<file path="src/rtl/mem_pkg.sv">
//------------------------------
// Memory geometry shared by the whole data side: word, block and address types
// Import into any module that moves words or blocks between cache and memory
//------------------------------

package mem_pkg;

	// One processor data word
	typedef logic [31:0] word_t;

	// Words held in each memory block and each cache line
	localparam int words_per_block = 4;

	// A whole block travels as one flat vector, word 0 in the low bits
	typedef logic [words_per_block*$bits(word_t)-1:0] block_t;

	// Position of a word inside its block
	typedef logic [$clog2(words_per_block)-1:0] word_offset_t;

	// Number of blocks in the backing memory
	localparam int mem_blocks = 256;

	typedef logic [$clog2(mem_blocks)-1:0] block_addr_t;

	// Word address: block address on top, word offset below
	typedef logic [$bits(block_addr_t)+$bits(word_offset_t)-1:0] word_addr_t;

endpackage
</file>
<file path="src/rtl/cache_store.sv">
//------------------------------
// Direct-mapped line storage of the data cache
// Lookup is combinational, a fill is written at the next clock edge
//------------------------------

`timescale 1ns/1ps

module cache_store
	import mem_pkg::*;
#(
	parameter int LINE_BITS = 2
)
(
	input logic clock,
	input logic reset,
	input logic [LINE_BITS-1:0] lookup_index,
	input logic [$bits(block_addr_t)-LINE_BITS-1:0] lookup_tag,
	output logic hit,
	output block_t line_block,
	input logic fill_en,
	input logic [LINE_BITS-1:0] fill_index,
	input logic [$bits(block_addr_t)-LINE_BITS-1:0] fill_tag,
	input block_t fill_block
);

	// The tag is the block address bits above the line index
	localparam int LINES = 2**LINE_BITS;
	localparam int TAG_BITS = $bits(block_addr_t) - LINE_BITS;

	typedef logic [TAG_BITS-1:0] line_tag_t;

	// One valid bit per line, all lines start empty
	logic [LINES-1:0] valid;

	// Tags and data of each line
	line_tag_t tag_array [LINES];
	block_t block_array [LINES];

	always_ff @(posedge clock or negedge reset)
	begin
		if (!reset)
			valid <= '0;
		else if (fill_en)
			valid[fill_index] <= 1'b1;
	end

	// A fill replaces tag and data together
	always_ff @(posedge clock)
	begin
		if (fill_en)
		begin
			tag_array[fill_index] <= fill_tag;
			block_array[fill_index] <= fill_block;
		end
	end

	// A hit needs a valid line whose stored tag matches
	assign hit = valid[lookup_index] && (tag_array[lookup_index] == lookup_tag);

	// The line data is offered whether or not it hits
	assign line_block = block_array[lookup_index];

endmodule

</file>
<file path="config.mk">
export PLATFORM = sky130hd
export DESIGN_NAME = cache_store
export DESIGN_NICKNAME = d
export VERILOG_FILES = /design/src/rtl/mem_pkg.sv /design/src/rtl/cache_store.sv
export SDC_FILE = /design/constraint.sdc
export NUM_CORES = 1
export LEC_CHECK = 0
export BUFFER_PORTS_ARGS = -buffer_cell sky130_fd_sc_hd__buf_4
export CAP_MARGIN = 15
export CORE_MARGIN = 1.5
export CORE_UTILIZATION = 55
export CTS_BUF_LIST = sky130_fd_sc_hd__clkbuf_4 sky130_fd_sc_hd__clkbuf_8
export CTS_CLUSTER_DIAMETER = 100
export DETAILED_ROUTE_END_ITERATION = 10
export MAX_ROUTING_LAYER = met4
export PLACE_DENSITY_LB_ADDON = 0.12
export SLEW_MARGIN = 20
export SYNTH_ARGS = -nofsm -noshare
export SYNTH_HDL_FRONTEND = slang
export SYNTH_SLANG_ARGS = --single-unit
</file>
<file path="constraint.sdc">
create_clock -name clock -period 1.7 [get_ports clock]
set_input_delay 0 -clock clock [delete_from_list [all_inputs] [get_ports clock]]
set_output_delay 0 -clock clock [all_outputs]
set_load 0.02 [all_outputs]
</file>
==> flow_metrics.tcl <==
set metrics [dict create \
    setup_violations 1 \
    synth_top_family_by_area "multiplexers" \
    hold_viol 0 \
    finClkSkew_ps 0 \
    rsz0062_at_grt "true" \
    cts_max_level 3 \
    endpoint_kind "output port" \
    synth-seq-area-share_pct 82.8 \
    synthSimpleGateAreaFrac_pct 0.384 \
    hold_path_class "in -> reg" \
    start_util_pct 56.2 \
    fp.coreArea_um2 34800 \
    power_density_nw_per_um2 1100 \
    leakage_nw 8.95 \
    finalMaxSlewViolations 0 \
    clk_pin_slew_ps 60 \
    ir_drop_uv 849 \
    status "finished, violations left" \
    yosysWarnings 0 \
    critical_path.startpoint_type "flop" \
    tritoncts "yes" \
    grt_max_degree 69 \
    cp_slowest_stage_delay_ps 490 \
    vias_per_cell 5.38 \
    vias 9450 \
    synth_adder_area_share_pct 0 \
    crit_chain "mux4_2, xnor2_2, nand4_1, nor3_2, buf_4" \
    avgSynthCellArea_um2 26.9 \
    fin_tns_setup_ps -301 \
    final_cell_mix "edfxtp_1, buf_4, dlygate4sd3_1" \
    wl_um 37800 \
    ant_nets 0 \
    cts_max_path_buffers 3 \
    gp_congestion 0.708 \
    syn_inst 727 \
    row_count 68 \
    cp_max_fo 1 \
    final_common_cell "edfxtp_1" \
    synth-compound-area-share_pct 0.0448 \
    drive_gt1_share_pct 44.9 \
    ys_seq_elements 540 \
    synthXorXnorAreaFrac_pct 0.314 \
    crit_type "reg -> out" \
    finalCriticalPeriod_ps 2000 \
    slew_headroom_pct 70.1 \
    setup_ws_ps -301 \
    clk_latency_ps 590 \
    grtUsageTotal_pct 21.6 \
    die_area_um2 36700 \
    io_pins 276 \
    antenna_found_initial 2 \
    cts_setup_buffers 0 \
    crit_slowest_cell "mux4_2" \
    netlist_area_um2 19600 \
    die_y_um 192 \
    numCtsBuffers 83 \
    cp.arrival_ps 2000 \
    grt_pass1_vias 10400 \
    utilization_pct 73.9 \
    violations "setup timing" \
    fp.dieW_um 192 \
    first_pass_iters 4 \
    clock_sink_count 540 \
    grt_pass1_wl_um 56500 \
    drcViolationCount 0 \
    worstPathRequired_ps 1700 \
    hold_ws_ps 129 \
    portBuffers 275 \
    max-cap-violations 0 \
    overflow 0 \
    synth_nets 874 \
    clock.fmax_ghz 0.500 \
    dp_hpwl_um 22800 \
    wl_per_cell_um 21.5 \
    drt_first_iter_violations 451 \
    area_growth_pct 31.6 \
    cp_num_buf_inv 1 \
    total_power_mw 28.2 \
    ctsRootBufferMaster "clkbuf_8" \
    synth_cell_types 18 \
    muxShareOfSynthArea_pct 15.5 \
    layout.nets 1383 \
    worstMarginPinSlew_ps 448 \
    fin_crit_sh_pct 118 \
    crit_family "multiplexers" \
]
registers in the layout, indices dropped and copies added, names as in the netlist:
| signal | cells |
|---|---|
| tag_array | 24 |
| valid | 4 |
| block_array | 512 |
synthesized netlist by cell type:
cell      instances  area [um^2]
nand4_1           1         6.26
and3b_1           1         8.76
buf_4            11         82.6
dfrtp_1           4          100
and3_1            1         6.26
mux2i_1           3         30.0
edfxtp_1        536        16100
mux4_2          133         3000
nor2_1            2         7.51
mux2_2            1         11.3
or2_2             4         25.0
xor2_1            3         26.3
nor3_2            1         10.0
buf_2            19         95.1
a32oi_1           1         8.76
nand2_1           1         3.75
nor3b_1           1         7.51
xnor2_1           4         35.0
power by group:
part           internal, mW  switching [mW]  total (mW)
clock network          5.32            4.62        9.94
registers              15.3           0.138        15.5
logic                  1.43            1.34        2.77
total                  22.1            6.09        28.2
cells by family after synthesis:
kind of cell / count (synthesis)
AOI/OAI and AO/OA: 1
xor gates and xnor gates: 7
buffers and inverters: 30
DFF: 540
muxes: 137
and+or+nand+nor: 12
timing repair:
| item | CTS | global route |
|---|---|---|
| endpoints found under the setup margin | 17 | 20 |
| hold endpoints to repair | 710 | 0 |
| hold buffers | 140 | 0 |
| gates resized for setup | 18 | 14 |
worst paths after layout:
| check | start | slack [ps] | depth (start not counted) | end |
|---|---|---|---|---|
| worst max-delay path | tag_array[1][4] | -300 | 5 | hit |
| worst min-delay path | fill_block[27] | 130 | 2 | block_array[3][27] |
| worst max register to register | valid[2] | 910 | 1 | valid[2] |
| worst min register to register | valid[1] | 470 | 1 | valid[1] |
| max in group asynchronous | reset | 1210 | 3 | valid[1] |
| min in group asynchronous | reset | 320 | 3 | valid[3] |
layer usage:
metal,wire [um],GRT usage [%],up-vias
met2,19300,35.0,278
met1,14900,25.7,4908
li1,-,-,4201
met4,853,8.14,0
met3,2710,6.79,63
met5,0,-,-
area by class of cell:
class | instances | area [um^2]
antenna | 3 | 7.51
clock buffer | 115 | 1410
clock inverter | 33 | 134
fill | 1912 | 9070
multi-input combinational | 157 | 3260
sequential | 540 | 16200
tap | 455 | 569
timing repair buffer | 454 | 4160
metrics by stage:
step	std cells	setup WS [ps]	cell area (um^2)
2_1_floorplan	727	-2160	19600
3_3_place_gp	1466	247	22600
3_5_place_dp	1466	280	22600
4_1_cts	1754	-388	25700
5_1_grt	1756	-434	25700
6_report	1757	-301	25700
Note: power is estimated with default switching activity, not from simulation.
