`src/rtl/mem_pkg.sv`:
```
//------------------------------
// Memory geometry shared by the whole data side: word, block and address types
// Import into any module that moves words or blocks between cache and memory
//------------------------------

package mem_pkg;

	// One processor data word
	typedef logic [31:0] word_t;

	// Words held in each memory block and each cache line
	localparam int words_per_block = 4;

	// A whole block travels as one flat vector, word 0 in the low bits
	typedef logic [words_per_block*$bits(word_t)-1:0] block_t;

	// Position of a word inside its block
	typedef logic [$clog2(words_per_block)-1:0] word_offset_t;

	// Number of blocks in the backing memory
	localparam int mem_blocks = 256;

	typedef logic [$clog2(mem_blocks)-1:0] block_addr_t;

	// Word address: block address on top, word offset below
	typedef logic [$bits(block_addr_t)+$bits(word_offset_t)-1:0] word_addr_t;

endpackage
```
`src/rtl/cache_pkg.sv`:
```
//------------------------------
// Cache side definitions: the processor request and the controller states
// Tag and index widths depend on the line count, so the cache modules type them
//------------------------------

package cache_pkg;

	import mem_pkg::*;

	// One processor request, held stable by the requester until ack rises
	typedef struct packed {
		// High for a word write, low for a word read
		logic write;
		// Word address inside the data memory
		word_addr_t addr;
		// Write data, ignored on reads
		word_t wdata;
	} cpu_req_t;

	// Controller states, from request latch to the end of the acknowledge
	typedef enum logic [2:0] {
		idle,
		lookup,
		fetch,
		fetch_release,
		merge,
		write_mem,
		write_release,
		respond
	} ctrl_state_t;

endpackage

```
`src/rtl/cache_controller.sv`:
```
//------------------------------
// Data cache controller that serves one processor request at a time
// Reads hit or fetch, and writes merge into the block and write through
//------------------------------

`timescale 1ns/1ps

module cache_controller
	import mem_pkg::*, cache_pkg::*;
#(
	parameter int LINE_BITS = 2
)
(
	input logic clock,
	input logic reset,
	input logic req,
	input cpu_req_t cpu_req,
	output logic ack,
	output word_t rdata,
	input logic hit,
	input block_t line_block,
	output logic [LINE_BITS-1:0] lookup_index,
	output logic [$bits(block_addr_t)-LINE_BITS-1:0] lookup_tag,
	output logic fill_en,
	output logic [LINE_BITS-1:0] fill_index,
	output logic [$bits(block_addr_t)-LINE_BITS-1:0] fill_tag,
	output block_t fill_block,
	output logic ren,
	output logic wen,
	output block_addr_t block_address,
	output block_t din,
	input logic ready,
	input logic done,
	input block_t dout
);

	localparam int TAG_BITS = $bits(block_addr_t) - LINE_BITS;

	typedef logic [LINE_BITS-1:0] line_index_t;
	typedef logic [TAG_BITS-1:0] line_tag_t;

	ctrl_state_t state;

	// The request as it was when req rose
	cpu_req_t req_q;

	// Working copy of the block that holds the line, the fetched or the merged data
	block_t block_q;

	// Fields of the latched address
	block_addr_t req_block;
	word_offset_t req_offset;
	line_index_t req_index;
	line_tag_t req_tag;

	assign req_block = req_q.addr[$bits(word_addr_t)-1 -: $bits(block_addr_t)];
	assign req_offset = req_q.addr[$bits(word_offset_t)-1:0];
	assign req_index = req_block[LINE_BITS-1:0];
	assign req_tag = req_block[$bits(block_addr_t)-1:LINE_BITS];

	// Control state and the acknowledge
	always_ff @(posedge clock or negedge reset)
	begin
		if (!reset)
		begin
			state <= idle;
			ack <= 1'b0;
		end
		else
		begin
			case (state)
				idle:
					if (req)
						state <= lookup;
				lookup:
					// A write always goes through memory while a read hit does not
					if (!hit)
						state <= fetch;
					else if (req_q.write)
						state <= merge;
					else
						state <= respond;
				fetch:
					// ren drops the cycle after ready is seen
					if (ready)
						state <= fetch_release;
				fetch_release:
					if (req_q.write)
						state <= merge;
					else
						state <= respond;
				merge:
					state <= write_mem;
				write_mem:
					if (done)
						state <= write_release;
				write_release:
					state <= respond;
				respond:
					// Four-phase end that raises ack and then waits for req to fall
					if (!ack)
						ack <= 1'b1;
					else if (!req)
					begin
						ack <= 1'b0;
						state <= idle;
					end
				default:
					state <= idle;
			endcase
		end
	end

	// Request and block registers follow the state machine
	always_ff @(posedge clock)
	begin
		case (state)
			idle:
				if (req)
					req_q <= cpu_req;
			lookup:
				block_q <= line_block;
			fetch:
				// dout is still valid here because ren is still held
				if (ready)
					block_q <= dout;
			merge:
				block_q[req_offset*$bits(word_t) +: $bits(word_t)] <= req_q.wdata;
			default:
				block_q <= block_q;
		endcase
	end

	// The store is always looked up with the latched address
	assign lookup_index = req_index;
	assign lookup_tag = req_tag;

	// Lines are filled after a fetch and again after a write-through
	assign fill_en = (state == fetch_release) || (state == write_release);
	assign fill_index = req_index;
	assign fill_tag = req_tag;
	assign fill_block = block_q;

	// Only one enable per state and both stay low in the release states
	assign ren = (state == fetch);
	assign wen = (state == write_mem);
	assign block_address = req_block;
	assign din = block_q;

	// The addressed word stays stable from ack rising until the next request
	assign rdata = block_q[req_offset*$bits(word_t) +: $bits(word_t)];

	// The processor side must be asking before it is answered
	assert property (@(posedge clock) disable iff (!reset) $rose(ack) |-> req)
		else $error("cache_controller: ack rose without req");

	// The memory answers only an access that was held in the cycle before
	assert property (@(posedge clock) disable iff (!reset)
		(ready || done) |-> $past(ren || wen))
		else $error("cache_controller: memory answered without an access");

endmodule

```
`config.mk`:
```
export PLATFORM = sky130hd
export DESIGN_NAME = cache_controller
export DESIGN_NICKNAME = d
export VERILOG_FILES = /design/src/rtl/mem_pkg.sv /design/src/rtl/cache_pkg.sv /design/src/rtl/cache_controller.sv
export SDC_FILE = /design/constraint.sdc
export NUM_CORES = 1
export LEC_CHECK = 0
export ABC_CLOCK_PERIOD_IN_PS = 8500
export BUFFER_PORTS_ARGS = -buffer_cell sky130_fd_sc_hd__buf_4
export CORE_AREA = 2 2 243 245
export DETAILED_ROUTE_END_ITERATION = 16
export DIE_AREA = 0 0 245 247
export PLACE_DENSITY_LB_ADDON = 0.2
export SYNTH_ARGS = -nofsm -noshare
export SYNTH_HDL_FRONTEND = slang
export SYNTH_SLANG_ARGS = --single-unit
```
`constraint.sdc`:
```
create_clock -name clock -period 8.5 [get_ports clock]
set_input_delay 0.85 -clock clock [delete_from_list [all_inputs] [get_ports clock]]
set_output_delay 0.85 -clock clock [all_outputs]
set_load 0.005 [all_outputs]
```
==> results.ini <==
[clock_network]
hold_buffers=0
clockBufferDepth=2
cts_root_buf=clkbuf_16
postCtsSetupBuffers=0
cts_resized=0
clk_pin_slew_ns=0.08
clk_latency_ns=0.49
cts_buffers=17
cts_tree=yes
cts_sinks=175
htree_levels=4

[power]
vdd_ir_drop_max_mv=0.1617
total_power_mw=5.711
power_frac_comb_pct=49.0
switching_share_pct=40.52
pwr-share-clk_pct=15.3
power_density_nw_per_um2=335.5
internal_power_mw=3.397
p_sw_mw=2.314
seq_power_share_pct=35.7
total_leakage_power_nw=6.757

[global_route]
grt-ovfl-total=0
grt_max_degree=84
grt_usage_pct=20.44
grt_pass1_wl_mm=87.91
grt_pass1_vias=11590
antenna_found_initial=12

[place]
dpl.cell_count=2307
gp_congestion=0.7992
port_buffers=620
hpwl_mm=43.38

[floorplan]
num_rows=89
io_pins=621
fp.dieH_um=247
start_util_pct=21.02
die-area_um2=60520
core_um2=58240
die_w_um=245

[yosys]
synth_edf_count=171
synth_flop_cell=edfxtp_1
ys_seq_area_share_pct=42.76
syn_inst=1162
synth_cell_types=37
yosys_warnings=0
yosys_register_bits=175
syn_area_um2=12240
async_reset_ff_share_pct=2.286
synthesis.nets=1472
syn_avg_cell_area_um2=10.54

[sta]
slew_headroom_pct=24.04
finalMaxSlewViolations=0
hold_slack_ns=0.1327
fin_worst_skew_ns=0.01439
tns_ns=0
rsz0062_at_grt=false
fin_crit_sh_pct=43.73
tightestPinTransition_ns=1.139
finalWorstPathRequiredPeriod_ns=3.717
finalHoldViolCount=0
setup_viol=0
fmax_mhz=269.1

[setup_path]
critical_path_class=reg2reg
cp-start-kind=flop
slowest_delay_ns=0.93
crit_path_end_kind=flop
cp_common_cell=buf_4
crit_required_ns=8.61
arrival_ns=3.83
crit_fanout=83
worstPathCellList=buf_4, inv_1, o21ai_0, o21a_4, buf_4
slowest_stage=buf_4

[min_path]
hold_path.class=in2async

[cells_and_area]
finalNetCount=1863
nFillCells=6128
syn2layout_area_growth_pct=39.02
multi_input_area_um2=5245
drive_gt1_share_pct=47.25
register_area_um2=5239
stdcell_count=2341

[drt]
routed_wl_mm=63.97
first_iter_violations=853
wire_per_inst_um=27.33
vias_per_cell=5.031
vias=11780
drc=0
firstDrtPassIters=5
ant_nets=0

[outcome]
outcome=complete, no violations

[flow_run]
max_cap_violations=0

-- critical path, delay by kind of cell, from the launching register on --
family	cells	cell delay [ns]
buffers and inverters	3	1.87
DFF	1	0.69
AOI/OAI and AO/OA	2	0.61
-- power by group through the flow --
stage | clock (mW) | sequential (mW) | combinational [mW]
finish | 0.873 | 2.04 | 2.80
global route | 0.930 | 2.09 | 3.04
CTS | 0.915 | 2.05 | 2.83
detailed placement | 0 | 2.06 | 2.82
global placement | 0 | 2.05 | 2.82
floorplan | 0 | 1.79 | 1.69
-- registers in the layout, summed over array words and instances, names as in the netlist --
register	count
din	128
req_q	33
block_address	8
state	3
req_offset	2
ack	1
-- metrics by stage --
stage	worst slack [ns]	utilization (%)	area (um2)
4_1_cts	4.778	29.22	17020
5_1_grt	4.608	29.22	17020
6_report	4.783	29.22	17020
3_5_place_dp	4.810	28.19	16420
2_1_floorplan	4.141	-	12240
3_3_place_gp	4.827	28.19	16420
-- cell families after synthesis --
family / share of synthesized area, %
AND/OR/NAND/NOR: 11.75
buffers and inverters: 15.33
flip-flops: 42.76
adder cells (fa/ha/maj): 0.5110
XOR/XNOR: 0.07155
multiplexers: 6.050
AO/OA/AOI/OAI: 23.53
-- cells in the final DEF, fill, tap and decap left out, types with 2 or more instances in the layout --
| cell type | Yosys | final |
|---|---|---|
| nor3_1 | 3 | 2 |
| mux4_2 | 32 | 32 |
| mux2i_1 | 2 | 2 |
| o221ai_2 | 17 | 17 |
| dfrtp_1 | 4 | 3 |
| diode_2 | 0 | 2 |
| inv_8 | 0 | 4 |
| a41oi_1 | 32 | 32 |
| ha_4 | 0 | 4 |
| clkinvlp_4 | 0 | 2 |
| a22oi_1 | 95 | 95 |
| a31oi_1 | 95 | 95 |
| o21ai_0 | 5 | 5 |
| nor2_4 | 0 | 2 |
| clkbuf_16 | 0 | 17 |
| nand3b_1 | 2 | 2 |
| clkinv_2 | 0 | 2 |
| nor2b_1 | 127 | 126 |
| buf_4 | 165 | 641 |
| nand2_1 | 131 | 131 |
| inv_6 | 0 | 4 |
| edfxtp_1 | 171 | 171 |
| inv_1 | 39 | 39 |
| a21oi_1 | 2 | 2 |
| nor2_1 | 4 | 2 |
| bufinv_16 | 0 | 2 |
| o221ai_1 | 111 | 111 |
| nor3b_4 | 0 | 2 |
-- routing by layer --
| metal | vias up | part of all wire [%] | GRT usage [%] |
|---|---|---|---|
| met3 | 95 | 7.7 | 4.982 |
| met4 | 16 | 2.4 | 6.797 |
| li1 | 5162 | - | - |
| met2 | 612 | 49 | 33.62 |
| met1 | 5893 | 41 | 26.22 |
| met5 | - | 0.17 | 0 |
-- area by class of cell --
| class | instances | area share (%) |
|---|---|---|
| flip-flops and latches | 175 | 30.78 |
| diodes | 2 | 0.02941 |
| clock buffers | 17 | 2.499 |
| clock inverters | 15 | 1.022 |
| repair buffers | 641 | 28.27 |
| inverters | 40 | 0.8969 |
| multi-input cells | 678 | 30.82 |
| well taps | 773 | 5.683 |
-- final timing paths --
path                       slack (ns)         from  cells past startpoint   endpoint
min in group clock               0.53  cpu_req[29]                      1  req_q[29]
setup / recovery                 4.78     state[2]                      5     din[6]
setup reg to reg                 4.78     state[2]                      5     din[6]
max in group asynchronous        8.25        reset                      1   state[2]
hold reg to reg                  0.58    req_q[42]                      3   state[0]
hold / removal                   0.13        reset                      1   state[2]
-- synth_stat cells (2+ instances only) --
master,count,area share (%)
edfxtp_1,171,42
buf_4,165,10
nand2_1,131,4.0
nor2b_1,127,6.5
o221ai_1,111,7.9
a22oi_1,95,5.8
a31oi_1,95,4.9
clkbuf_1,51,1.6
buf_2,47,1.9
inv_1,39,1.2
a41oi_1,32,2.3
mux4_2,32,5.9
o221ai_2,17,2.1
buf_6,5,0.46
ha_1,5,0.51
o21ai_0,5,0.20
dfrtp_1,4,0.82
nor2_1,4,0.12
nor3_1,3,0.12
a21oi_1,2,0.082
mux2i_1,2,0.16
nand2b_1,2,0.10
nand3b_1,2,0.12
nor3b_2,2,0.20
No activity file was read; power rests on OpenSTA's default activity.
